## src/design/arkctl_pkg.sv

```systemverilog
// Scan codes, event and control structs, quadrature step helper and shared constants
package arkctl_pkg;

	////////////////////////////////////////////////////////////
	// Keyboard scan codes (set 2 make codes)
	localparam logic [7:0] KEY_START1  = 8'h16; // 1
	localparam logic [7:0] KEY_START2  = 8'h1E; // 2
	localparam logic [7:0] KEY_COIN1   = 8'h2E; // 5
	localparam logic [7:0] KEY_COIN2   = 8'h36; // 6
	localparam logic [7:0] KEY_SERVICE = 8'h46; // 9
	localparam logic [7:0] KEY_FAST    = 8'h11; // Alt
	localparam logic [7:0] KEY_LEFT    = 8'h6B; // Cursor left
	localparam logic [7:0] KEY_RIGHT   = 8'h74; // Cursor right
	localparam logic [7:0] KEY_FIRE    = 8'h29; // Space

	// Position accumulator width and d-pad burst sizes
	localparam int POS_W = 12;
	localparam logic [POS_W-1:0] DPAD_SLOW = 12'd4;
	localparam logic [POS_W-1:0] DPAD_FAST = 12'd9;

	localparam logic [7:0] DIP_INDEX = 8'd254; // Loader slot of the DIP byte
	localparam logic [1:0] QUAD_IDLE = 2'b11;  // Spinner code out of reset

	////////////////////////////////////////////////////////////
	// Event and control bundles
	typedef struct packed {
		logic       toggle;  // Flips once per new event
		logic       pressed; // 1 make, 0 break
		logic [7:0] code;
	} key_evt_t;

	typedef struct packed {
		logic       toggle;    // Flips once per report
		logic       btn_left;
		logic       btn_right;
		logic       x_sign;    // Sign of the X motion
		logic [7:0] dx;        // Low byte of X motion, two's complement
	} mouse_evt_t;

	typedef struct packed {
		logic start1;
		logic start2;
		logic coin1;
		logic coin2;
		logic service;
		logic fast;
		logic left;
		logic right;
		logic fire;
	} kbd_btn_t;

	// All active high, the game side inverts as needed
	typedef struct packed {
		logic coin1;
		logic coin2;
		logic fire;
		logic service;
		logic start1;
		logic start2;
	} cab_ctrl_t;

	////////////////////////////////////////////////////////////
	// One quadrature step, dir 1 walks 00 01 11 10
	function automatic logic [1:0] quad_next(input logic dir, input logic [1:0] code);
		logic [1:0] nxt;
		case ({dir, code})
			3'b1_00: nxt = 2'b01;
			3'b1_01: nxt = 2'b11;
			3'b1_11: nxt = 2'b10;
			3'b1_10: nxt = 2'b00;
			3'b0_00: nxt = 2'b10; // Reverse walk
			3'b0_10: nxt = 2'b11;
			3'b0_11: nxt = 2'b01;
			default: nxt = 2'b00; // 3'b0_01
		endcase
		return nxt;
	endfunction

endpackage

```

## src/design/cabinet_inputs.sv

```systemverilog
// Cabinet control merge, DIP byte register and spinner source select
module cabinet_inputs (
	input  logic                  CLK_12M,
	input  logic                  rst_n,
	input  arkctl_pkg::kbd_btn_t  btn,
	input  logic [7:0]            joy,        // Active high pad buttons
	input  logic [1:0]            mouse_btn,
	input  logic                  fire_pin_n, // Cabinet fire switch, low when pressed
	input  logic [1:0]            emu_code,
	input  logic                  emu_active,
	input  logic [1:0]            raw_code,
	input  logic                  enc_moved,
	input  logic                  ld_wr,
	input  logic [7:0]            ld_index,
	input  logic [7:0]            ld_addr,
	input  logic [7:0]            ld_data,
	output arkctl_pkg::cab_ctrl_t ctrl,
	output logic [1:0]            spinner,
	output logic [7:0]            dip
);

	logic [7:0] dip_q;  // Stored active low, like the switch bank
	logic       use_raw; // Physical encoder owns the spinner
	logic       dip_wr;

	assign dip_wr  = ld_wr && (ld_index == arkctl_pkg::DIP_INDEX) && (ld_addr == 8'd0);
	assign dip     = ~dip_q;
	assign spinner = use_raw ? raw_code : emu_code;

	always_ff @(posedge CLK_12M) begin
		if (!rst_n) begin
			ctrl    <= '0;
			dip_q   <= 8'hFF; // All switches off
			use_raw <= 1'b0;
		end else begin
			ctrl.fire    <= btn.fire | joy[4] | (|mouse_btn) | ~fire_pin_n;
			ctrl.start1  <= btn.start1 | joy[6];
			ctrl.coin1   <= btn.coin1 | joy[7];
			ctrl.start2  <= btn.start2; // Pad has no ninth button
			ctrl.coin2   <= btn.coin2;
			ctrl.service <= btn.service;
			if (dip_wr)
				dip_q <= ld_data;
			if (enc_moved)
				use_raw <= 1'b1; // Encoder motion takes over
			else if (emu_active)
				use_raw <= 1'b0;
		end
	end

endmodule

```

## src/design/control_top.sv

```systemverilog
// Control front end top: key decoder, spinner emulator, encoder path and input merge
module control_top #(
	parameter int STEP_DIV   = 1500,  // About 4 kHz step rate at 6 MHz tick
	parameter int POLL_TICKS = 48000  // About 8 ms, a mouse poll period
) (
	input  logic                   CLK_12M,
	input  logic                   rst_n,
	input  arkctl_pkg::key_evt_t   key,
	input  arkctl_pkg::mouse_evt_t mouse,
	input  logic [7:0]             joy,
	input  logic [3:0]             user_in,  // [1:0] encoder A/B, [3] fire low
	input  logic                   ld_wr,
	input  logic [7:0]             ld_index,
	input  logic [7:0]             ld_addr,
	input  logic [7:0]             ld_data,
	output arkctl_pkg::cab_ctrl_t  ctrl,
	output logic [1:0]             spinner,
	output logic [7:0]             dip
);

	arkctl_pkg::kbd_btn_t kbd_btn;
	logic                 dpad_left;
	logic                 dpad_right;
	logic                 dpad_fast;
	logic [1:0]           emu_code;
	logic                 emu_active;
	logic [1:0]           raw_code;
	logic                 enc_moved;

	////////////////////////////////////////////////////////////
	// Keyboard
	key_decoder u_key_decoder (
		.CLK_12M (CLK_12M),
		.rst_n   (rst_n),
		.key     (key),
		.btn     (kbd_btn)
	);

	// D-pad levels feed the emulator directly
	assign dpad_left  = kbd_btn.left | joy[1];
	assign dpad_right = kbd_btn.right | joy[0];
	assign dpad_fast  = kbd_btn.fast | joy[5];

	////////////////////////////////////////////////////////////
	// Position sources
	spinner_emu #(
		.STEP_DIV   (STEP_DIV),
		.POLL_TICKS (POLL_TICKS)
	) u_spinner_emu (
		.CLK_12M    (CLK_12M),
		.rst_n      (rst_n),
		.mouse      (mouse),
		.left       (dpad_left),
		.right      (dpad_right),
		.fast       (dpad_fast),
		.emu_code   (emu_code),
		.emu_active (emu_active)
	);

	quad_encoder_halver u_quad_encoder_halver (
		.CLK_12M   (CLK_12M),
		.rst_n     (rst_n),
		.enc       (user_in[1:0]),
		.raw_code  (raw_code),
		.enc_moved (enc_moved)
	);

	////////////////////////////////////////////////////////////
	// Merge to the cabinet side
	cabinet_inputs u_cabinet_inputs (
		.CLK_12M    (CLK_12M),
		.rst_n      (rst_n),
		.btn        (kbd_btn),
		.joy        (joy),
		.mouse_btn  ({mouse.btn_left, mouse.btn_right}),
		.fire_pin_n (user_in[3]),
		.emu_code   (emu_code),
		.emu_active (emu_active),
		.raw_code   (raw_code),
		.enc_moved  (enc_moved),
		.ld_wr      (ld_wr),
		.ld_index   (ld_index),
		.ld_addr    (ld_addr),
		.ld_data    (ld_data),
		.ctrl       (ctrl),
		.spinner    (spinner),
		.dip        (dip)
	);

endmodule

```

## src/design/key_decoder.sv

```systemverilog
// Keyboard event decoder producing held button levels
module key_decoder (
	input  logic                 CLK_12M,
	input  logic                 rst_n,
	input  arkctl_pkg::key_evt_t key,
	output arkctl_pkg::kbd_btn_t btn
);

	logic tgl_q;   // Toggle bit seen last cycle
	logic new_evt; // Toggle moved, one fresh key event

	assign new_evt = key.toggle != tgl_q;

	////////////////////////////////////////////////////////////
	// Make sets the button, break clears it
	always_ff @(posedge CLK_12M) begin
		if (!rst_n) begin
			tgl_q <= key.toggle; // Stale event in flight is not replayed
			btn   <= '0;
		end else begin
			tgl_q <= key.toggle;
			if (new_evt) begin
				case (key.code)
					arkctl_pkg::KEY_START1:  btn.start1  <= key.pressed;
					arkctl_pkg::KEY_START2:  btn.start2  <= key.pressed;
					arkctl_pkg::KEY_COIN1:   btn.coin1   <= key.pressed;
					arkctl_pkg::KEY_COIN2:   btn.coin2   <= key.pressed;
					arkctl_pkg::KEY_SERVICE: btn.service <= key.pressed;
					arkctl_pkg::KEY_FAST:    btn.fast    <= key.pressed;
					arkctl_pkg::KEY_LEFT:    btn.left    <= key.pressed;
					arkctl_pkg::KEY_RIGHT:   btn.right   <= key.pressed;
					arkctl_pkg::KEY_FIRE:    btn.fire    <= key.pressed;
					default: ; // Other keys belong to nobody here
				endcase
			end
		end
	end

	////////////////////////////////////////////////////////////
	// Levels only move right behind an event on the key port
	a_btn_after_evt: assert property (
		@(posedge CLK_12M) disable iff (!rst_n)
		(btn != $past(btn)) |-> $past(key.toggle != tgl_q)
	) else $error("key_decoder: button moved without a key event");

endmodule

```

## src/design/quad_encoder_halver.sv

```systemverilog
// Physical A/B encoder re-encoder stepping on A-phase edges only
module quad_encoder_halver (
	input  logic       CLK_12M,
	input  logic       rst_n,
	input  logic [1:0] enc,       // [0] A pin, [1] B pin
	output logic [1:0] raw_code,
	output logic       enc_moved  // Either pin changed
);

	logic [1:0] enc_q; // Sampling stage
	logic [1:0] enc_d; // Previous sample for edge detect
	logic       a_edge;
	logic       dir;

	assign a_edge    = enc_q[0] != enc_d[0];
	assign dir       = enc_q[0] ^ enc_q[1]; // Phase relation gives the turn direction
	assign enc_moved = enc_q != enc_d;

	////////////////////////////////////////////////////////////
	// Half resolution, B edges never step the code
	always_ff @(posedge CLK_12M) begin
		if (!rst_n) begin
			enc_q    <= enc;  // No phantom edge when reset drops
			enc_d    <= enc;
			raw_code <= arkctl_pkg::QUAD_IDLE;
		end else begin
			enc_q <= enc;
			enc_d <= enc_q;
			if (a_edge)
				raw_code <= arkctl_pkg::quad_next(dir, raw_code);
		end
	end

	// Pin A must have toggled two clocks before any step
	a_step_after_a_edge: assert property (
		@(posedge CLK_12M) disable iff (!rst_n)
		(raw_code != $past(raw_code)) |-> ($past(enc[0], 2) != $past(enc[0], 3))
	) else $error("quad_encoder_halver: step without an A edge");

endmodule

```

## src/design/spinner_emu.sv

```systemverilog
// Spinner emulator: position accumulator, step divider and d-pad poll timer
module spinner_emu #(
	parameter int STEP_DIV   = 1500,  // Ticks per quadrature step
	parameter int POLL_TICKS = 48000  // Ticks between d-pad reloads
) (
	input  logic                   CLK_12M,
	input  logic                   rst_n,
	input  arkctl_pkg::mouse_evt_t mouse,
	input  logic                   left,       // D-pad left held
	input  logic                   right,      // D-pad right held
	input  logic                   fast,       // Larger d-pad bursts
	output logic [1:0]             emu_code,
	output logic                   emu_active  // One clock per active tick
);

	localparam int POS_W  = arkctl_pkg::POS_W;
	localparam int DIV_W  = (STEP_DIV > 1) ? $clog2(STEP_DIV) : 1;
	localparam int POLL_W = (POLL_TICKS > 1) ? $clog2(POLL_TICKS) : 1;

	logic              tick;        // High every other clock
	logic [DIV_W-1:0]  div_cnt;
	logic [POLL_W-1:0] poll_cnt;
	logic [POS_W-1:0]  pos;         // Signed steps still owed
	logic              mouse_tgl_q;

	logic              mouse_evt;
	logic              dpad_held;
	logic              div_wrap;
	logic              poll_wrap;
	logic              pos_busy;    // Steps still to play out
	logic              near_sat;
	logic [POS_W-1:0]  dx_ext;
	logic [POS_W-1:0]  dpad_mag;
	logic [POS_W-1:0]  dpad_load;
	logic [POS_W-1:0]  pos_step;
	logic [POS_W-1:0]  pos_nxt;

	////////////////////////////////////////////////////////////
	// Event detect and timer wraps
	assign mouse_evt = mouse.toggle != mouse_tgl_q;
	assign dpad_held = left | right;
	assign div_wrap  = div_cnt == DIV_W'(STEP_DIV - 1);
	assign poll_wrap = poll_cnt == POLL_W'(POLL_TICKS - 1);
	assign pos_busy  = pos != '0;
	assign near_sat  = pos[POS_W-1] != pos[POS_W-2]; // Top two bits disagree

	assign dx_ext    = {{(POS_W-8){mouse.x_sign}}, mouse.dx};
	assign dpad_mag  = fast ? arkctl_pkg::DPAD_FAST : arkctl_pkg::DPAD_SLOW;
	assign dpad_load = right ? dpad_mag : -dpad_mag; // Right wins if both held

	// Source priority: step, then mouse add, then d-pad reload on top
	always_comb begin
		pos_step = pos;
		if (pos_busy && div_wrap) begin
			if (pos[POS_W-1])
				pos_step = pos + POS_W'(1); // Walk back up to zero
			else
				pos_step = pos - POS_W'(1);
		end
		pos_nxt = pos_step;
		if (mouse_evt && !near_sat)
			pos_nxt = pos_step + dx_ext; // Keeps the step already taken
		if (dpad_held && poll_wrap)
			pos_nxt = dpad_load;
	end

	////////////////////////////////////////////////////////////
	// Tick domain state
	always_ff @(posedge CLK_12M) begin
		if (!rst_n) begin
			tick        <= 1'b0;
			div_cnt     <= '0;
			poll_cnt    <= '0;
			pos         <= '0;
			mouse_tgl_q <= mouse.toggle;
			emu_code    <= arkctl_pkg::QUAD_IDLE;
			emu_active  <= 1'b0;
		end else begin
			tick       <= ~tick;
			emu_active <= 1'b0;
			if (tick) begin
				mouse_tgl_q <= mouse.toggle; // Sampled on ticks only
				div_cnt     <= div_wrap ? '0 : div_cnt + DIV_W'(1);

				// Poll timer runs only while the d-pad is held
				if (dpad_held)
					poll_cnt <= poll_wrap ? '0 : poll_cnt + POLL_W'(1);
				else
					poll_cnt <= '0;

				// Negative position plays the forward walk
				if (pos_busy && div_wrap)
					emu_code <= arkctl_pkg::quad_next(pos[POS_W-1], emu_code);

				pos        <= pos_nxt;
				emu_active <= mouse_evt | dpad_held;
			end
		end
	end

	////////////////////////////////////////////////////////////
	// Code is Gray stepped and only while steps are owed
	a_code_one_bit: assert property (
		@(posedge CLK_12M) disable iff (!rst_n)
		(emu_code != $past(emu_code)) |-> $onehot(emu_code ^ $past(emu_code))
	) else $error("spinner_emu: code jumped by more than one bit");

	a_code_needs_pos: assert property (
		@(posedge CLK_12M) disable iff (!rst_n)
		(emu_code != $past(emu_code)) |-> ($past(pos) != '0)
	) else $error("spinner_emu: code moved with zero position");

endmodule

```

## config.mk

```make
export PLATFORM = sky130hd
export DESIGN_NAME = control_top
export DESIGN_NICKNAME = d
export VERILOG_FILES = /design/src/design/arkctl_pkg.sv /design/src/design/cabinet_inputs.sv /design/src/design/control_top.sv /design/src/design/key_decoder.sv /design/src/design/quad_encoder_halver.sv /design/src/design/spinner_emu.sv
export SDC_FILE = /design/constraint.sdc
export NUM_CORES = 1
export LEC_CHECK = 0
export BUFFER_PORTS_ARGS = -buffer_cell sky130_fd_sc_hd__buf_2
export CORE_AREA = 2 2 101 103
export CTS_BUF_LIST = sky130_fd_sc_hd__clkbuf_8
export CTS_CLUSTER_SIZE = 8
export DETAILED_ROUTE_END_ITERATION = 16
export DIE_AREA = 0 0 103 105
export HOLD_SLACK_MARGIN = 0.1
export PLACE_DENSITY = 0.73
export SLEW_MARGIN = 40
export SYNTH_ARGS = -nofsm -noshare
export SYNTH_HDL_FRONTEND = slang
export SYNTH_HIERARCHICAL = 1
export SYNTH_SLANG_ARGS = --single-unit
```

## constraint.sdc

```tcl
create_clock -name CLK_12M -period 3.3 [get_ports CLK_12M]
set_clock_uncertainty 0.15 [all_clocks]
set_input_delay 0.165 -clock CLK_12M [delete_from_list [all_inputs] [get_ports CLK_12M]]
set_output_delay 0.165 -clock CLK_12M [all_outputs]
set_load 0.01 [all_outputs]
```

==> report_table.html, run 1 <==
<table>
<tr><th>Metric</th><th>Value</th></tr>
<tr><th colspan="2">Setup path</th></tr>
<tr><td>CP Capture Type</td><td>register</td></tr>
<tr><td>Worst r2r dst</td><td>u_spinner_emu/pos[11]$_SDFFE_PN0P_</td></tr>
<tr><td>Worst reg-to-reg path cell count</td><td>16</td></tr>
<tr><td>Setup slack on the worst flop-to-flop path</td><td>-0.18 ns</td></tr>
<tr><td>Critical path launch point</td><td>u_spinner_emu/pos[0]$_SDFFE_PN0P_</td></tr>
<tr><td>Req. time, crit path</td><td>3.39 ns</td></tr>
<tr><td>Classification of the worst setup path</td><td>register to register</td></tr>
<tr><td>Critical Path Fanout Max</td><td>4</td></tr>
<tr><td>Endpoint of the most critical setup path</td><td>u_spinner_emu/pos[11]$_SDFFE_PN0P_</td></tr>
<tr><td>Reg-to-Reg Start</td><td>u_spinner_emu/pos[0]$_SDFFE_PN0P_</td></tr>
<tr><td>Worst endpoint data arrival time</td><td>3.57 ns</td></tr>
<tr><td>Setup crit start kind</td><td>register</td></tr>
<tr><th colspan="2">Route</th></tr>
<tr><td>Number of vias in the routed layout</td><td>4,687</td></tr>
<tr><td>Total wirelength of the detailed-routed design</td><td>12.9 mm</td></tr>
<tr><td>Number of DRC violations after detailed-routing iteration 0</td><td>251</td></tr>
<tr><td>Antenna Nets Post-Route</td><td>0</td></tr>
<tr><td>Via density</td><td>5.42</td></tr>
<tr><td>Routed length per instance</td><td>14.9 µm</td></tr>
<tr><td>Length of the first detailed-routing pass in iterations</td><td>5</td></tr>
<tr><td>DRC errors left</td><td>0</td></tr>
<tr><th colspan="2">Logic synthesis</th></tr>
<tr><td>Dominant cell type by area after synthesis</td><td>sky130_fd_sc_hd__dfxtp_1</td></tr>
<tr><td>Number of storage elements in the synthesis netlist</td><td>75</td></tr>
<tr><td>Average footprint of a synthesized cell</td><td>8.50 µm²</td></tr>
<tr><td>Syn. warnings</td><td>6</td></tr>
<tr><td>Fraction of registers with async set or reset after synthesis</td><td>0</td></tr>
<tr><td>Share of Yosys cell area claimed by the top area cell type</td><td>0.312</td></tr>
<tr><td>Syn Std Cell Area</td><td>4750 µm²</td></tr>
<tr><td>Synth Instances</td><td>559</td></tr>
<tr><td>Leading register cell type out of synthesis</td><td>sky130_fd_sc_hd__dfxtp_1</td></tr>
<tr><td>Number of enable flip-flop cells after synthesis</td><td>1</td></tr>
<tr><td>Post-synthesis cell type count</td><td>75</td></tr>
<tr><td>Portion of the post-synthesis area used by sequential elements</td><td>0.318</td></tr>
<tr><td>Total nets after synthesis</td><td>650</td></tr>
<tr><td>Cells taking the most area after synthesis</td><td>sky130_fd_sc_hd__dfxtp_1, sky130_fd_sc_hd__ha_1, sky130_fd_sc_hd__mux2i_1</td></tr>
<tr><th colspan="2">Place</th></tr>
<tr><td>Weighted congestion at the end of routability-driven global placement</td><td>0.908</td></tr>
<tr><td>Post-detailed-placement half-perimeter wirelength</td><td>8.39 mm</td></tr>
<tr><td>Instance area at placement</td><td>5690 µm²</td></tr>
<tr><td>Post-Place Cells</td><td>806</td></tr>
<tr><td>Number of buffers added on ports</td><td>73</td></tr>
<tr><th colspan="2">Power</th></tr>
<tr><td>PD cells</td><td>370 nW/µm²</td></tr>
<tr><td>Fraction of power consumed by combinational cells</td><td>0.312</td></tr>
<tr><td>Leakage power</td><td>2.88 nW</td></tr>
<tr><td>Maximum resistive drop on vdd</td><td>0.000276 V</td></tr>
<tr><td>Cell-internal power</td><td>1.67 mW</td></tr>
<tr><td>Share of total power in the clock network</td><td>0.285</td></tr>
<tr><td>Sw power</td><td>0.740 mW</td></tr>
<tr><td>Seq pwr share</td><td>0.403</td></tr>
<tr><td>Sw frac</td><td>0.308</td></tr>
<tr><th colspan="2">Timing</th></tr>
<tr><td>Final setup margin</td><td>-0.177 ns</td></tr>
<tr><td>Share of the clock period used by the worst path</td><td>1.05</td></tr>
<tr><td>Slew at the pin closest to its max-slew limit</td><td>0.715 ns</td></tr>
<tr><td>Rel. slew slack</td><td>0.523</td></tr>
<tr><td>Final setup violation count</td><td>1</td></tr>
<tr><td>Setup repair after global routing missed its margin</td><td>true</td></tr>
<tr><td>Fmax</td><td>288 MHz</td></tr>
<tr><td>Post-layout min period</td><td>3.48 ns</td></tr>
<tr><td>Sum of negative setup slack</td><td>-0.177 ns</td></tr>
<tr><td>Hold Violations, Final</td><td>0</td></tr>
<tr><td>Final Slew Violations</td><td>0</td></tr>
<tr><th colspan="2">CTS</th></tr>
<tr><td>Clock tree from TritonCTS</td><td>built</td></tr>
<tr><td>H-Tree Depth</td><td>3</td></tr>
<tr><td>Clock sink count</td><td>75</td></tr>
<tr><td>Total CTS buffers</td><td>9</td></tr>
<tr><td>Clk slew on worst S/H paths</td><td>0.08 ns</td></tr>
<tr><td>Clock tree buffer depth</td><td>2</td></tr>
<tr><td>Clock root buffer master</td><td>sky130_fd_sc_hd__clkbuf_8</td></tr>
<tr><td>Clock latency of the later-clocked register in the worst-skew pair</td><td>0.34 ns</td></tr>
<tr><th colspan="2">Die</th></tr>
<tr><td>Area of the die</td><td>10,800 µm²</td></tr>
<tr><td>Die height</td><td>105 µm</td></tr>
<tr><td>Initial core utilization</td><td>0.493</td></tr>
<tr><td>Number of top-level design ports</td><td>77</td></tr>
<tr><td>Chip width</td><td>103 µm</td></tr>
<tr><td>CORE AREA</td><td>9640 µm²</td></tr>
<tr><td>Number of placement rows</td><td>36</td></tr>
<tr><th colspan="2">Finish</th></tr>
<tr><td>Count of non-filler cells in the finished layout</td><td>864</td></tr>
<tr><td>Core occupancy in the finished layout</td><td>0.674</td></tr>
<tr><td># fillers</td><td>777</td></tr>
<tr><td>Layout net count</td><td>817</td></tr>
<tr><td>Area Growth Syn to Fin</td><td>36.9%</td></tr>
<tr><td>Number of inserted diodes</td><td>0</td></tr>
<tr><td>Fraction of layout instances using a drive strength above 1</td><td>0.304</td></tr>
<tr><td>Final non-filler cell area</td><td>6500 µm²</td></tr>
<tr><th colspan="2">Global routing</th></tr>
<tr><td>Aggregate global routing overflow</td><td>0</td></tr>
<tr><td>Largest net degree at the start of global routing</td><td>55</td></tr>
<tr><td>Global-route wire length before repair</td><td>20.9 mm</td></tr>
<tr><td>Total global routing track utilization</td><td>0.237</td></tr>
<tr><td>Via count of the first global-routing pass</td><td>4,664</td></tr>
<tr><td>Antenna violations before repair</td><td>0</td></tr>
<tr><th colspan="2">Outcome</th></tr>
<tr><td>Outcome</td><td>finished with violations</td></tr>
<tr><td>Failing checks</td><td>setup timing</td></tr>
<tr><th colspan="2">Worst hold path</th></tr>
<tr><td>Hold crit path type</td><td>input port to register</td></tr>
<tr><th colspan="2">Flow run</th></tr>
<tr><td>Count of max-cap constraint violations</td><td>0</td></tr>
</table>
[flip-flops by register name, indices dropped and copies added, names as in the netlist]
| register | count |
|---|---|
| u_cabinet_inputs/ctrl | 6 |
| u_cabinet_inputs/dip_q | 8 |
| u_cabinet_inputs/use_raw | 1 |
| u_key_decoder/btn | 9 |
| u_key_decoder/tgl_q | 1 |
| u_quad_encoder_halver/enc_d | 2 |
| u_quad_encoder_halver/enc_q | 2 |
| u_quad_encoder_halver/raw_code | 2 |
| u_spinner_emu/div_cnt | 11 |
| u_spinner_emu/emu_active | 1 |
| u_spinner_emu/emu_code | 2 |
| u_spinner_emu/mouse_tgl_q | 1 |
| u_spinner_emu/poll_cnt | 16 |
| u_spinner_emu/pos | 12 |
| u_spinner_emu/tick | 1 |
[metal layers]
layer / up-vias / wire length [µm] / global-route usage
met2: 111 / 6910 / 0.415
met5: - / 0 / 0
met1: 2248 / 5300 / 0.279
met4: 0 / 235 / 0.0742
met3: 24 / 473 / 0.0609
li1: 2304 / - / -
[logic make-up after synthesis]
kind of cell | synth area share
simple gates | 0.270
compound gates | 0.160
flops | 0.318
buf+inv | 0.0395
xor+xnor | 0.0701
fa+ha+maj | 0.0822
mux | 0.0601
[cells in the final DEF (no fill, tap or decap), types with 4 or more instances in the layout]
master | Yosys | layout
sky130_fd_sc_hd__a21boi_2 | 0 | 4
sky130_fd_sc_hd__a21oi_1 | 14 | 9
sky130_fd_sc_hd__a21oi_2 | 0 | 5
sky130_fd_sc_hd__and2_1 | 5 | 5
sky130_fd_sc_hd__and3_1 | 7 | 5
sky130_fd_sc_hd__buf_2 | 3 | 73
sky130_fd_sc_hd__buf_4 | 1 | 62
sky130_fd_sc_hd__clkbuf_8 | 0 | 9
sky130_fd_sc_hd__dfxtp_1 | 74 | 71
sky130_fd_sc_hd__dlygate4sd3_1 | 0 | 34
sky130_fd_sc_hd__ha_1 | 28 | 20
sky130_fd_sc_hd__ha_4 | 0 | 7
sky130_fd_sc_hd__inv_1 | 30 | 29
sky130_fd_sc_hd__mux2i_1 | 24 | 23
sky130_fd_sc_hd__nand2_1 | 61 | 60
sky130_fd_sc_hd__nand2b_1 | 10 | 10
sky130_fd_sc_hd__nand3_1 | 21 | 20
sky130_fd_sc_hd__nand3_2 | 3 | 4
sky130_fd_sc_hd__nand4_1 | 7 | 7
sky130_fd_sc_hd__nor2_1 | 35 | 35
sky130_fd_sc_hd__nor2b_1 | 34 | 31
sky130_fd_sc_hd__nor3_1 | 6 | 6
sky130_fd_sc_hd__nor3b_1 | 4 | 4
sky130_fd_sc_hd__o211ai_1 | 8 | 8
sky130_fd_sc_hd__o21a_1 | 8 | 8
sky130_fd_sc_hd__o21ai_0 | 40 | 35
sky130_fd_sc_hd__o21ai_1 | 7 | 7
sky130_fd_sc_hd__o21ai_2 | 0 | 5
sky130_fd_sc_hd__o31ai_1 | 5 | 5
sky130_fd_sc_hd__or2_1 | 5 | 5
sky130_fd_sc_hd__xnor2_1 | 18 | 17
sky130_fd_sc_hd__xor2_1 | 20 | 20
[cell type report]
type	instances	area, µm²	share of cell area
flip-flops and latches	75	1520	0.233
well taps	133	166	0.0256
repair buffers	171	1200	0.185
inverters	31	124	0.0191
clock inverters	7	68.8	0.0106
clock buffers	9	124	0.0191
multi-input cells	438	3300	0.507
[worst min path at each step]
stage	to	slack, ns	start	cells past startpoint
finish	u_spinner_emu/pos[0]$_SDFFE_PN0P_	0.12	joy[5]	4
global placement	u_quad_encoder_halver/enc_q[0]$_DFF_P_	0.14	user_in[0]	1
global route	u_spinner_emu/pos[0]$_SDFFE_PN0P_	0.14	joy[5]	4
floorplan	u_key_decoder/tgl_q$_DFF_P_	0.04	key[9]	0
CTS	u_spinner_emu/pos[0]$_SDFFE_PN0P_	0.11	joy[5]	4
detailed placement	u_quad_encoder_halver/enc_q[0]$_DFF_P_	0.13	user_in[0]	1
[worst max-delay path: stages, from the launching register on]
cell and delay, ns:
sky130_fd_sc_hd__dfxtp_2 0.34, sky130_fd_sc_hd__inv_2 0.05, sky130_fd_sc_hd__fa_2 0.40, sky130_fd_sc_hd__nor2b_2 0.16
sky130_fd_sc_hd__o211ai_1 0.14, sky130_fd_sc_hd__a21boi_2 0.25, sky130_fd_sc_hd__o22ai_2 0.10, sky130_fd_sc_hd__xnor2_1 0.14
sky130_fd_sc_hd__mux2i_1 0.19, sky130_fd_sc_hd__inv_1 0.10, sky130_fd_sc_hd__ha_4 0.29, sky130_fd_sc_hd__and3_4 0.19
sky130_fd_sc_hd__nand4_1 0.09, sky130_fd_sc_hd__o211ai_1 0.20, sky130_fd_sc_hd__xor2_1 0.25, sky130_fd_sc_hd__and4b_4 0.27
sky130_fd_sc_hd__nor3_2 0.04
[cell usage after synthesis, types with 4 or more instances]
master                     number
sky130_fd_sc_hd__dfxtp_1       74
sky130_fd_sc_hd__o21ai_0       40
sky130_fd_sc_hd__or2_1          5
sky130_fd_sc_hd__nand2_1       61
sky130_fd_sc_hd__inv_1         30
sky130_fd_sc_hd__nor2_1        35
sky130_fd_sc_hd__mux2i_1       24
sky130_fd_sc_hd__o31ai_1        5
sky130_fd_sc_hd__and3_1         7
sky130_fd_sc_hd__nand3_1       21
sky130_fd_sc_hd__o22ai_1        5
sky130_fd_sc_hd__nor2b_1       34
sky130_fd_sc_hd__nand4_1        7
sky130_fd_sc_hd__xnor2_1       18
sky130_fd_sc_hd__nor3_1         6
sky130_fd_sc_hd__ha_1          28
sky130_fd_sc_hd__clkbuf_1       8
sky130_fd_sc_hd__nand2b_1      10
sky130_fd_sc_hd__nor4_1         4
sky130_fd_sc_hd__o21ai_1        7
sky130_fd_sc_hd__nor3b_1        4
sky130_fd_sc_hd__a21oi_1       14
sky130_fd_sc_hd__a21boi_0       4
sky130_fd_sc_hd__o211ai_1       8
sky130_fd_sc_hd__and2_1         5
sky130_fd_sc_hd__o21a_1         8
sky130_fd_sc_hd__xor2_1        20
[per-stage QoR]
step | hold slack (ns) | setup slack [ns] | power (mW)
6_report | 0.118 | -0.177 | 2.41
5_1_grt | 0.137 | -0.367 | 2.54
4_1_cts | 0.108 | -0.0679 | 2.34
3_5_place_dp | 0.134 | -0.253 | 1.60
3_3_place_gp | 0.137 | -0.138 | 1.58
2_1_floorplan | 0.0427 | 0.0155 | 1.37
[repair_timing]
| action | in CTS | in global routing |
|---|---|---|
| endpoints found under the setup margin | 4 | 8 |
| hold buffers | 34 | 0 |
| endpoints found under the hold margin | 27 | 0 |
| buffers inserted | 0 | 8 |
| gates resized for setup | 20 | 33 |
| pin swaps | 12 | 24 |
[power by group through the flow]
| stage | combinational (mW) | sequential [mW] | clock, mW |
|---|---|---|---|
| after CTS | 0.663 | 0.965 | 0.708 |
| final | 0.749 | 0.970 | 0.686 |
| after detailed placement | 0.610 | 0.985 | 0 |
| after global placement | 0.593 | 0.984 | 0 |
| after global routing | 0.818 | 0.972 | 0.747 |
| after floorplan | 0.386 | 0.981 | 0 |
Power figures use the tool's default switching activity.
==> run 2, diff against run 1 <==
--- a/config.mk
+++ b/config.mk
@@ -5,16 +5,17 @@
 export SDC_FILE = /design/constraint.sdc
 export NUM_CORES = 1
 export LEC_CHECK = 0
+export ABC_AREA = 1
 export BUFFER_PORTS_ARGS = -buffer_cell sky130_fd_sc_hd__buf_2
-export CORE_AREA = 2 2 101 103
+export CORE_AREA = 2 2 105 107
 export CTS_BUF_LIST = sky130_fd_sc_hd__clkbuf_8
+export CTS_CLUSTER_DIAMETER = 200
 export CTS_CLUSTER_SIZE = 8
 export DETAILED_ROUTE_END_ITERATION = 16
-export DIE_AREA = 0 0 103 105
+export DIE_AREA = 0 0 107 109
 export HOLD_SLACK_MARGIN = 0.1
 export PLACE_DENSITY = 0.73
 export SLEW_MARGIN = 40
 export SYNTH_ARGS = -nofsm -noshare
 export SYNTH_HDL_FRONTEND = slang
-export SYNTH_HIERARCHICAL = 1
 export SYNTH_SLANG_ARGS = --single-unit
==> run 2 against run 1 <==
The flow now finishes without violations. Worst hold slack gained 0.0052 ns. First-iteration DRC count grew 20%. Highest routed layer unchanged. Via count grew 13%. Routed wire length grew 0.80%. Global-route usage shrank 0.85 points. Synthesized cell count grew 38%. Die area grew 7.8%.
==> report_table.html, run 2 <==
<table>
<tr><th>Metric</th><th>Value</th></tr>
<tr><th colspan="2">Route</th></tr>
<tr><td>Total wirelength of the detailed-routed design</td><td>13.0 mm (was 12.9 mm)</td></tr>
<tr><td>Antenna Nets Post-Route</td><td>0 (unchanged)</td></tr>
<tr><td>Via density</td><td>5.03 (was 5.42)</td></tr>
<tr><td>DRC errors left</td><td>0 (unchanged)</td></tr>
<tr><td>Number of vias in the routed layout</td><td>5,294 (was 4,687)</td></tr>
<tr><td>Length of the first detailed-routing pass in iterations</td><td>5 (unchanged)</td></tr>
<tr><td>Number of DRC violations after detailed-routing iteration 0</td><td>302 (was 251)</td></tr>
<tr><td>Routed length per instance</td><td>12.4 µm (was 14.9 µm)</td></tr>
<tr><th colspan="2">Timing</th></tr>
<tr><td>Setup repair after global routing missed its margin</td><td>true (unchanged)</td></tr>
<tr><td>Minimum hold slack</td><td>0.123 ns (was 0.118 ns)</td></tr>
<tr><td>Final Slew Violations</td><td>0 (unchanged)</td></tr>
<tr><td>Slew at the pin closest to its max-slew limit</td><td>0.606 ns (was 0.715 ns)</td></tr>
<tr><td>Hold Violations, Final</td><td>0 (unchanged)</td></tr>
<tr><td>Fmax</td><td>324 MHz (was 288 MHz)</td></tr>
<tr><td>Final setup margin</td><td>0.209 ns (was -0.177 ns)</td></tr>
<tr><td>Share of the clock period used by the worst path</td><td>0.937 (was 1.05)</td></tr>
<tr><td>Rel. slew slack</td><td>0.595 (was 0.523)</td></tr>
<tr><td>Final setup violation count</td><td>0 (was 1)</td></tr>
<tr><td>Post-layout min period</td><td>3.09 ns (was 3.48 ns)</td></tr>
<tr><th colspan="2">Logic synthesis</th></tr>
<tr><td>Share of Yosys cell area claimed by the top area cell type</td><td>0.289 (was 0.312)</td></tr>
<tr><td>Leading register cell type out of synthesis</td><td>sky130_fd_sc_hd__dfxtp_1 (unchanged)</td></tr>
<tr><td>Dominant cell type by area after synthesis</td><td>sky130_fd_sc_hd__dfxtp_1 (unchanged)</td></tr>
<tr><td>Post-synth top cells</td><td>sky130_fd_sc_hd__nand2_1, sky130_fd_sc_hd__inv_1, sky130_fd_sc_hd__dfxtp_1 (was sky130_fd_sc_hd__dfxtp_1, sky130_fd_sc_hd__nand2_1, sky130_fd_sc_hd__o21ai_0)</td></tr>
<tr><td>Fraction of registers with async set or reset after synthesis</td><td>0 (unchanged)</td></tr>
<tr><td>Average footprint of a synthesized cell</td><td>6.66 µm² (was 8.50 µm²)</td></tr>
<tr><td>Synth Instances</td><td>771 (was 559)</td></tr>
<tr><td>Number of storage elements in the synthesis netlist</td><td>75 (unchanged)</td></tr>
<tr><td>Total nets after synthesis</td><td>862 (was 650)</td></tr>
<tr><td>Cells taking the most area after synthesis</td><td>sky130_fd_sc_hd__dfxtp_1, sky130_fd_sc_hd__nand2_1, sky130_fd_sc_hd__inv_1 (was sky130_fd_sc_hd__dfxtp_1, sky130_fd_sc_hd__ha_1, sky130_fd_sc_hd__mux2i_1)</td></tr>
<tr><td>Syn. warnings</td><td>0 (was 6)</td></tr>
<tr><td>Syn Std Cell Area</td><td>5130 µm² (was 4750 µm²)</td></tr>
<tr><td>Portion of the post-synthesis area used by sequential elements</td><td>0.295 (was 0.318)</td></tr>
<tr><td>Most common cell in the netlist</td><td>sky130_fd_sc_hd__nand2_1 (was sky130_fd_sc_hd__dfxtp_1)</td></tr>
<tr><td>Post-synthesis cell type count</td><td>58 (was 75)</td></tr>
<tr><td>Number of enable flip-flop cells after synthesis</td><td>1 (unchanged)</td></tr>
<tr><th colspan="2">Place</th></tr>
<tr><td>Instance area at placement</td><td>5840 µm² (was 5690 µm²)</td></tr>
<tr><td>Post-Place Cells</td><td>1,006 (was 806)</td></tr>
<tr><td>Dpl ws</td><td>0.0526 ns (was -0.253 ns)</td></tr>
<tr><td>Weighted congestion at the end of routability-driven global placement</td><td>0.886 (was 0.908)</td></tr>
<tr><td>Post-detailed-placement half-perimeter wirelength</td><td>9.72 mm (was 8.39 mm)</td></tr>
<tr><td>Number of buffers added on ports</td><td>73 (unchanged)</td></tr>
<tr><th colspan="2">Global routing</th></tr>
<tr><td>Global-route wire length before repair</td><td>21.7 mm (was 20.9 mm)</td></tr>
<tr><td>Via count of the first global-routing pass</td><td>4,954 (was 4,664)</td></tr>
<tr><td>Aggregate global routing overflow</td><td>0 (unchanged)</td></tr>
<tr><td>Antenna violations before repair</td><td>0 (unchanged)</td></tr>
<tr><td>Total global routing track utilization</td><td>0.229 (was 0.237)</td></tr>
<tr><td>Largest net degree at the start of global routing</td><td>23 (was 55)</td></tr>
<tr><th colspan="2">Setup path</th></tr>
<tr><td>Critical Path Fanout Max</td><td>8 (was 4)</td></tr>
<tr><td>Worst endpoint data arrival time</td><td>3.18 ns (was 3.57 ns)</td></tr>
<tr><td>Classification of the worst setup path</td><td>register to register (unchanged)</td></tr>
<tr><td>Worst r2r dst</td><td>u_spinner_emu.pos[11]$_SDFFE_PN0P_ (was u_spinner_emu/pos[11]$_SDFFE_PN0P_)</td></tr>
<tr><td>CP Capture Type</td><td>register (unchanged)</td></tr>
<tr><td>Worst reg-to-reg path cell count</td><td>26 (was 16)</td></tr>
<tr><td>Reg-to-Reg Start</td><td>u_spinner_emu.pos[11]$_SDFFE_PN0P_ (was u_spinner_emu/pos[0]$_SDFFE_PN0P_)</td></tr>
<tr><td>Setup slack on the worst flop-to-flop path</td><td>0.21 ns (was -0.18 ns)</td></tr>
<tr><td>Req. time, crit path</td><td>3.39 ns (about the same)</td></tr>
<tr><td>Setup crit start kind</td><td>register (unchanged)</td></tr>
<tr><th colspan="2">CTS</th></tr>
<tr><td>H-Tree Depth</td><td>3 (unchanged)</td></tr>
<tr><td>Clock root buffer master</td><td>sky130_fd_sc_hd__clkbuf_8 (unchanged)</td></tr>
<tr><td>Total CTS buffers</td><td>9 (unchanged)</td></tr>
<tr><td>Clock latency of the later-clocked register in the worst-skew pair</td><td>0.35 ns (was 0.34 ns)</td></tr>
<tr><td>Clk slew on worst S/H paths</td><td>0.07 ns (was 0.08 ns)</td></tr>
<tr><td>Clock tree from TritonCTS</td><td>built (unchanged)</td></tr>
<tr><td>Clock sink count</td><td>75 (unchanged)</td></tr>
<tr><td>Clock tree buffer depth</td><td>2 (unchanged)</td></tr>
<tr><th colspan="2">Finish</th></tr>
<tr><td>Core occupancy in the finished layout</td><td>0.621 (was 0.674)</td></tr>
<tr><td>Count of non-filler cells in the finished layout</td><td>1,052 (was 864)</td></tr>
<tr><td>Area Growth Syn to Fin</td><td>28.3% (was 36.9%)</td></tr>
<tr><td>Layout net count</td><td>998 (was 817)</td></tr>
<tr><td>Final non-filler cell area</td><td>6590 µm² (was 6500 µm²)</td></tr>
<tr><td>Register ranked first by flip-flop count</td><td>u_spinner_emu.poll_cnt (was u_spinner_emu/poll_cnt)</td></tr>
<tr><td>Largest registers</td><td>u_spinner_emu.poll_cnt: 16 flops, u_spinner_emu.pos: 12 flops, u_spinner_emu.div_cnt: 11 flops (was u_spinner_emu/poll_cnt: 16 flops, u_spinner_emu/pos: 12 flops, u_spinner_emu/div_cnt: 11 flops)</td></tr>
<tr><td>Max reg flops</td><td>16 (unchanged)</td></tr>
<tr><td>Number of inserted diodes</td><td>0 (unchanged)</td></tr>
<tr><td>Most common cell after layout, fill and taps aside</td><td>sky130_fd_sc_hd__nand2_1 (was sky130_fd_sc_hd__buf_2)</td></tr>
<tr><td>Most frequent cells in the layout</td><td>sky130_fd_sc_hd__nand2_1, sky130_fd_sc_hd__inv_1, sky130_fd_sc_hd__buf_2 (was sky130_fd_sc_hd__buf_2, sky130_fd_sc_hd__dfxtp_1, sky130_fd_sc_hd__buf_4)</td></tr>
<tr><td>Fraction of layout instances using a drive strength above 1</td><td>0.232 (was 0.304)</td></tr>
<tr><th colspan="2">Die</th></tr>
<tr><td>Area of the die</td><td>11,700 µm² (was 10,800 µm²)</td></tr>
<tr><td>Die height</td><td>109 µm (was 105 µm)</td></tr>
<tr><td>CORE AREA</td><td>10,600 µm² (was 9640 µm²)</td></tr>
<tr><td>Number of placement rows</td><td>38 (was 36)</td></tr>
<tr><td>Chip width</td><td>107 µm (was 103 µm)</td></tr>
<tr><td>Initial core utilization</td><td>0.484 (was 0.493)</td></tr>
<tr><td>Number of top-level design ports</td><td>77 (unchanged)</td></tr>
<tr><th colspan="2">Worst hold path</th></tr>
<tr><td>Hold crit path type</td><td>input port to register (unchanged)</td></tr>
<tr><td>Launch instance of the worst min-delay path</td><td>joy[5] (unchanged)</td></tr>
<tr><td>End point of the most critical hold path</td><td>u_spinner_emu.pos[0]$_SDFFE_PN0P_ (was u_spinner_emu/pos[0]$_SDFFE_PN0P_)</td></tr>
<tr><td>Min-Delay Path Depth</td><td>4 (unchanged)</td></tr>
<tr><th colspan="2">Power</th></tr>
<tr><td>Leakage power</td><td>3.33 nW (was 2.88 nW)</td></tr>
<tr><td>Maximum resistive drop on vdd</td><td>0.000307 V (was 0.000276 V)</td></tr>
<tr><td>PD cells</td><td>367 nW/µm² (was 370 nW/µm²)</td></tr>
<tr><th colspan="2">Flow run</th></tr>
<tr><td>Count of max-cap constraint violations</td><td>0 (unchanged)</td></tr>
<tr><th colspan="2">Outcome</th></tr>
<tr><td>Outcome</td><td>finished clean (was finished with violations)</td></tr>
</table>
==> run 2: cell count changes after synthesis, moves of 10 or more <==
cell | before | now
sky130_fd_sc_hd__a21oi_1 | 14 | 28
sky130_fd_sc_hd__nor2b_1 | 34 | 0
sky130_fd_sc_hd__mux2i_1 | 24 | 0
sky130_fd_sc_hd__xnor2_1 | 18 | 8
sky130_fd_sc_hd__o21ai_0 | 40 | 21
sky130_fd_sc_hd__nor2_1 | 35 | 61
sky130_fd_sc_hd__inv_1 | 30 | 122
sky130_fd_sc_hd__nand2_1 | 61 | 210
sky130_fd_sc_hd__nand4_1 | 7 | 20
sky130_fd_sc_hd__nand3_1 | 21 | 54
==> run 2: how the worst max path moves through the flow <==
stage | to | slack [ns] | from
2_1_floorplan | u_spinner_emu.pos[11]$_SDFFE_PN0P_ | 0.20 | u_spinner_emu.pos[11]$_SDFFE_PN0P_
3_3_place_gp | u_spinner_emu.pos[11]$_SDFFE_PN0P_ | 0.05 | u_spinner_emu.pos[11]$_SDFFE_PN0P_
3_5_place_dp | u_spinner_emu.pos[11]$_SDFFE_PN0P_ | 0.05 | u_spinner_emu.pos[11]$_SDFFE_PN0P_
4_1_cts | u_spinner_emu.pos[11]$_SDFFE_PN0P_ | 0.03 | u_spinner_emu.pos[11]$_SDFFE_PN0P_
5_1_grt | u_spinner_emu.pos[11]$_SDFFE_PN0P_ | -0.03 | u_spinner_emu.pos[11]$_SDFFE_PN0P_
6_report | u_spinner_emu.pos[11]$_SDFFE_PN0P_ | 0.21 | u_spinner_emu.pos[11]$_SDFFE_PN0P_
==> run 2: cells by family (layout without fill, tap and decap cells) <==
logic type / count (synthesis) / after routing / synth area share
compound gates: 101 / 101 / 0.124
fa+ha+maj: 30 / 30 / 0.0761
mux: 1 / 1 / 0.00219
simple gates: 394 / 394 / 0.343
flops: 75 / 75 / 0.295
xor+xnor: 26 / 26 / 0.0458
buf+inv: 144 / 285 / 0.114
==> run 2: power by group <==
part	leakage, nW	switching (mW)	internal (mW)
clock network	0.0936	0.341	0.293
registers	0.613	0.0329	0.937
logic	2.63	0.457	0.357
==> run 2: worst max-delay path, cell delays in order (launching register included) <==
cell	delay, ns
sky130_fd_sc_hd__dfxtp_2	0.37
sky130_fd_sc_hd__inv_6	0.07
sky130_fd_sc_hd__buf_4	0.14
sky130_fd_sc_hd__ha_1	0.17
sky130_fd_sc_hd__nand3_1	0.08
sky130_fd_sc_hd__inv_1	0.06
sky130_fd_sc_hd__nand2_2	0.12
sky130_fd_sc_hd__inv_1	0.11
sky130_fd_sc_hd__nor2_4	0.18
sky130_fd_sc_hd__nand2_1	0.08
sky130_fd_sc_hd__nand2_1	0.10
sky130_fd_sc_hd__inv_1	0.05
sky130_fd_sc_hd__ha_1	0.33
sky130_fd_sc_hd__nand2_1	0.09
sky130_fd_sc_hd__nand2_1	0.08
sky130_fd_sc_hd__nand2_1	0.07
sky130_fd_sc_hd__nand2_1	0.06
sky130_fd_sc_hd__nand2_1	0.08
sky130_fd_sc_hd__nand3_1	0.08
sky130_fd_sc_hd__nand2_1	0.08
sky130_fd_sc_hd__inv_1	0.04
sky130_fd_sc_hd__nor2_1	0.10
sky130_fd_sc_hd__nand2_1	0.07
sky130_fd_sc_hd__nand3_2	0.05
sky130_fd_sc_hd__nand2_1	0.06
sky130_fd_sc_hd__nand2_1	0.07
sky130_fd_sc_hd__nand2_1	0.05
==> run 2: through the flow <==
stage          setup TNS (ns)  total power [mW]
6_report                    0              2.42
5_1_grt               -0.0529              2.59
4_1_cts                     0              2.34
3_5_place_dp                0              1.68
3_3_place_gp                0              1.68
2_1_floorplan               0              1.46
==> run 2: area by class of cell <==
cell class,count,area [µm²]
fillers,983,4020
multi-input cells,552,3290
flip-flops and latches,75,1510
repair buffers,138,928
inverters,131,499
well taps,140,175
clock buffers,10,138
clock inverters,6,42.5
==> run 2: routing by layer <==
metal | wire, µm | up-vias | global-route usage
met2 | 6580 | 95 | 0.415
met1 | 5690 | 2397 | 0.274
met4 | 233 | 0 | 0.0566
li1 | - | 2781 | -
met5 | 0 | - | 0
met3 | 507 | 21 | 0.0520
==> run 2: what timing repair did <==
action	CTS	global route
setup endpoints to repair	0	9
buffers inserted	0	0
endpoints found under the hold margin	33	0
gates resized for setup	0	57
hold buffers	30	0
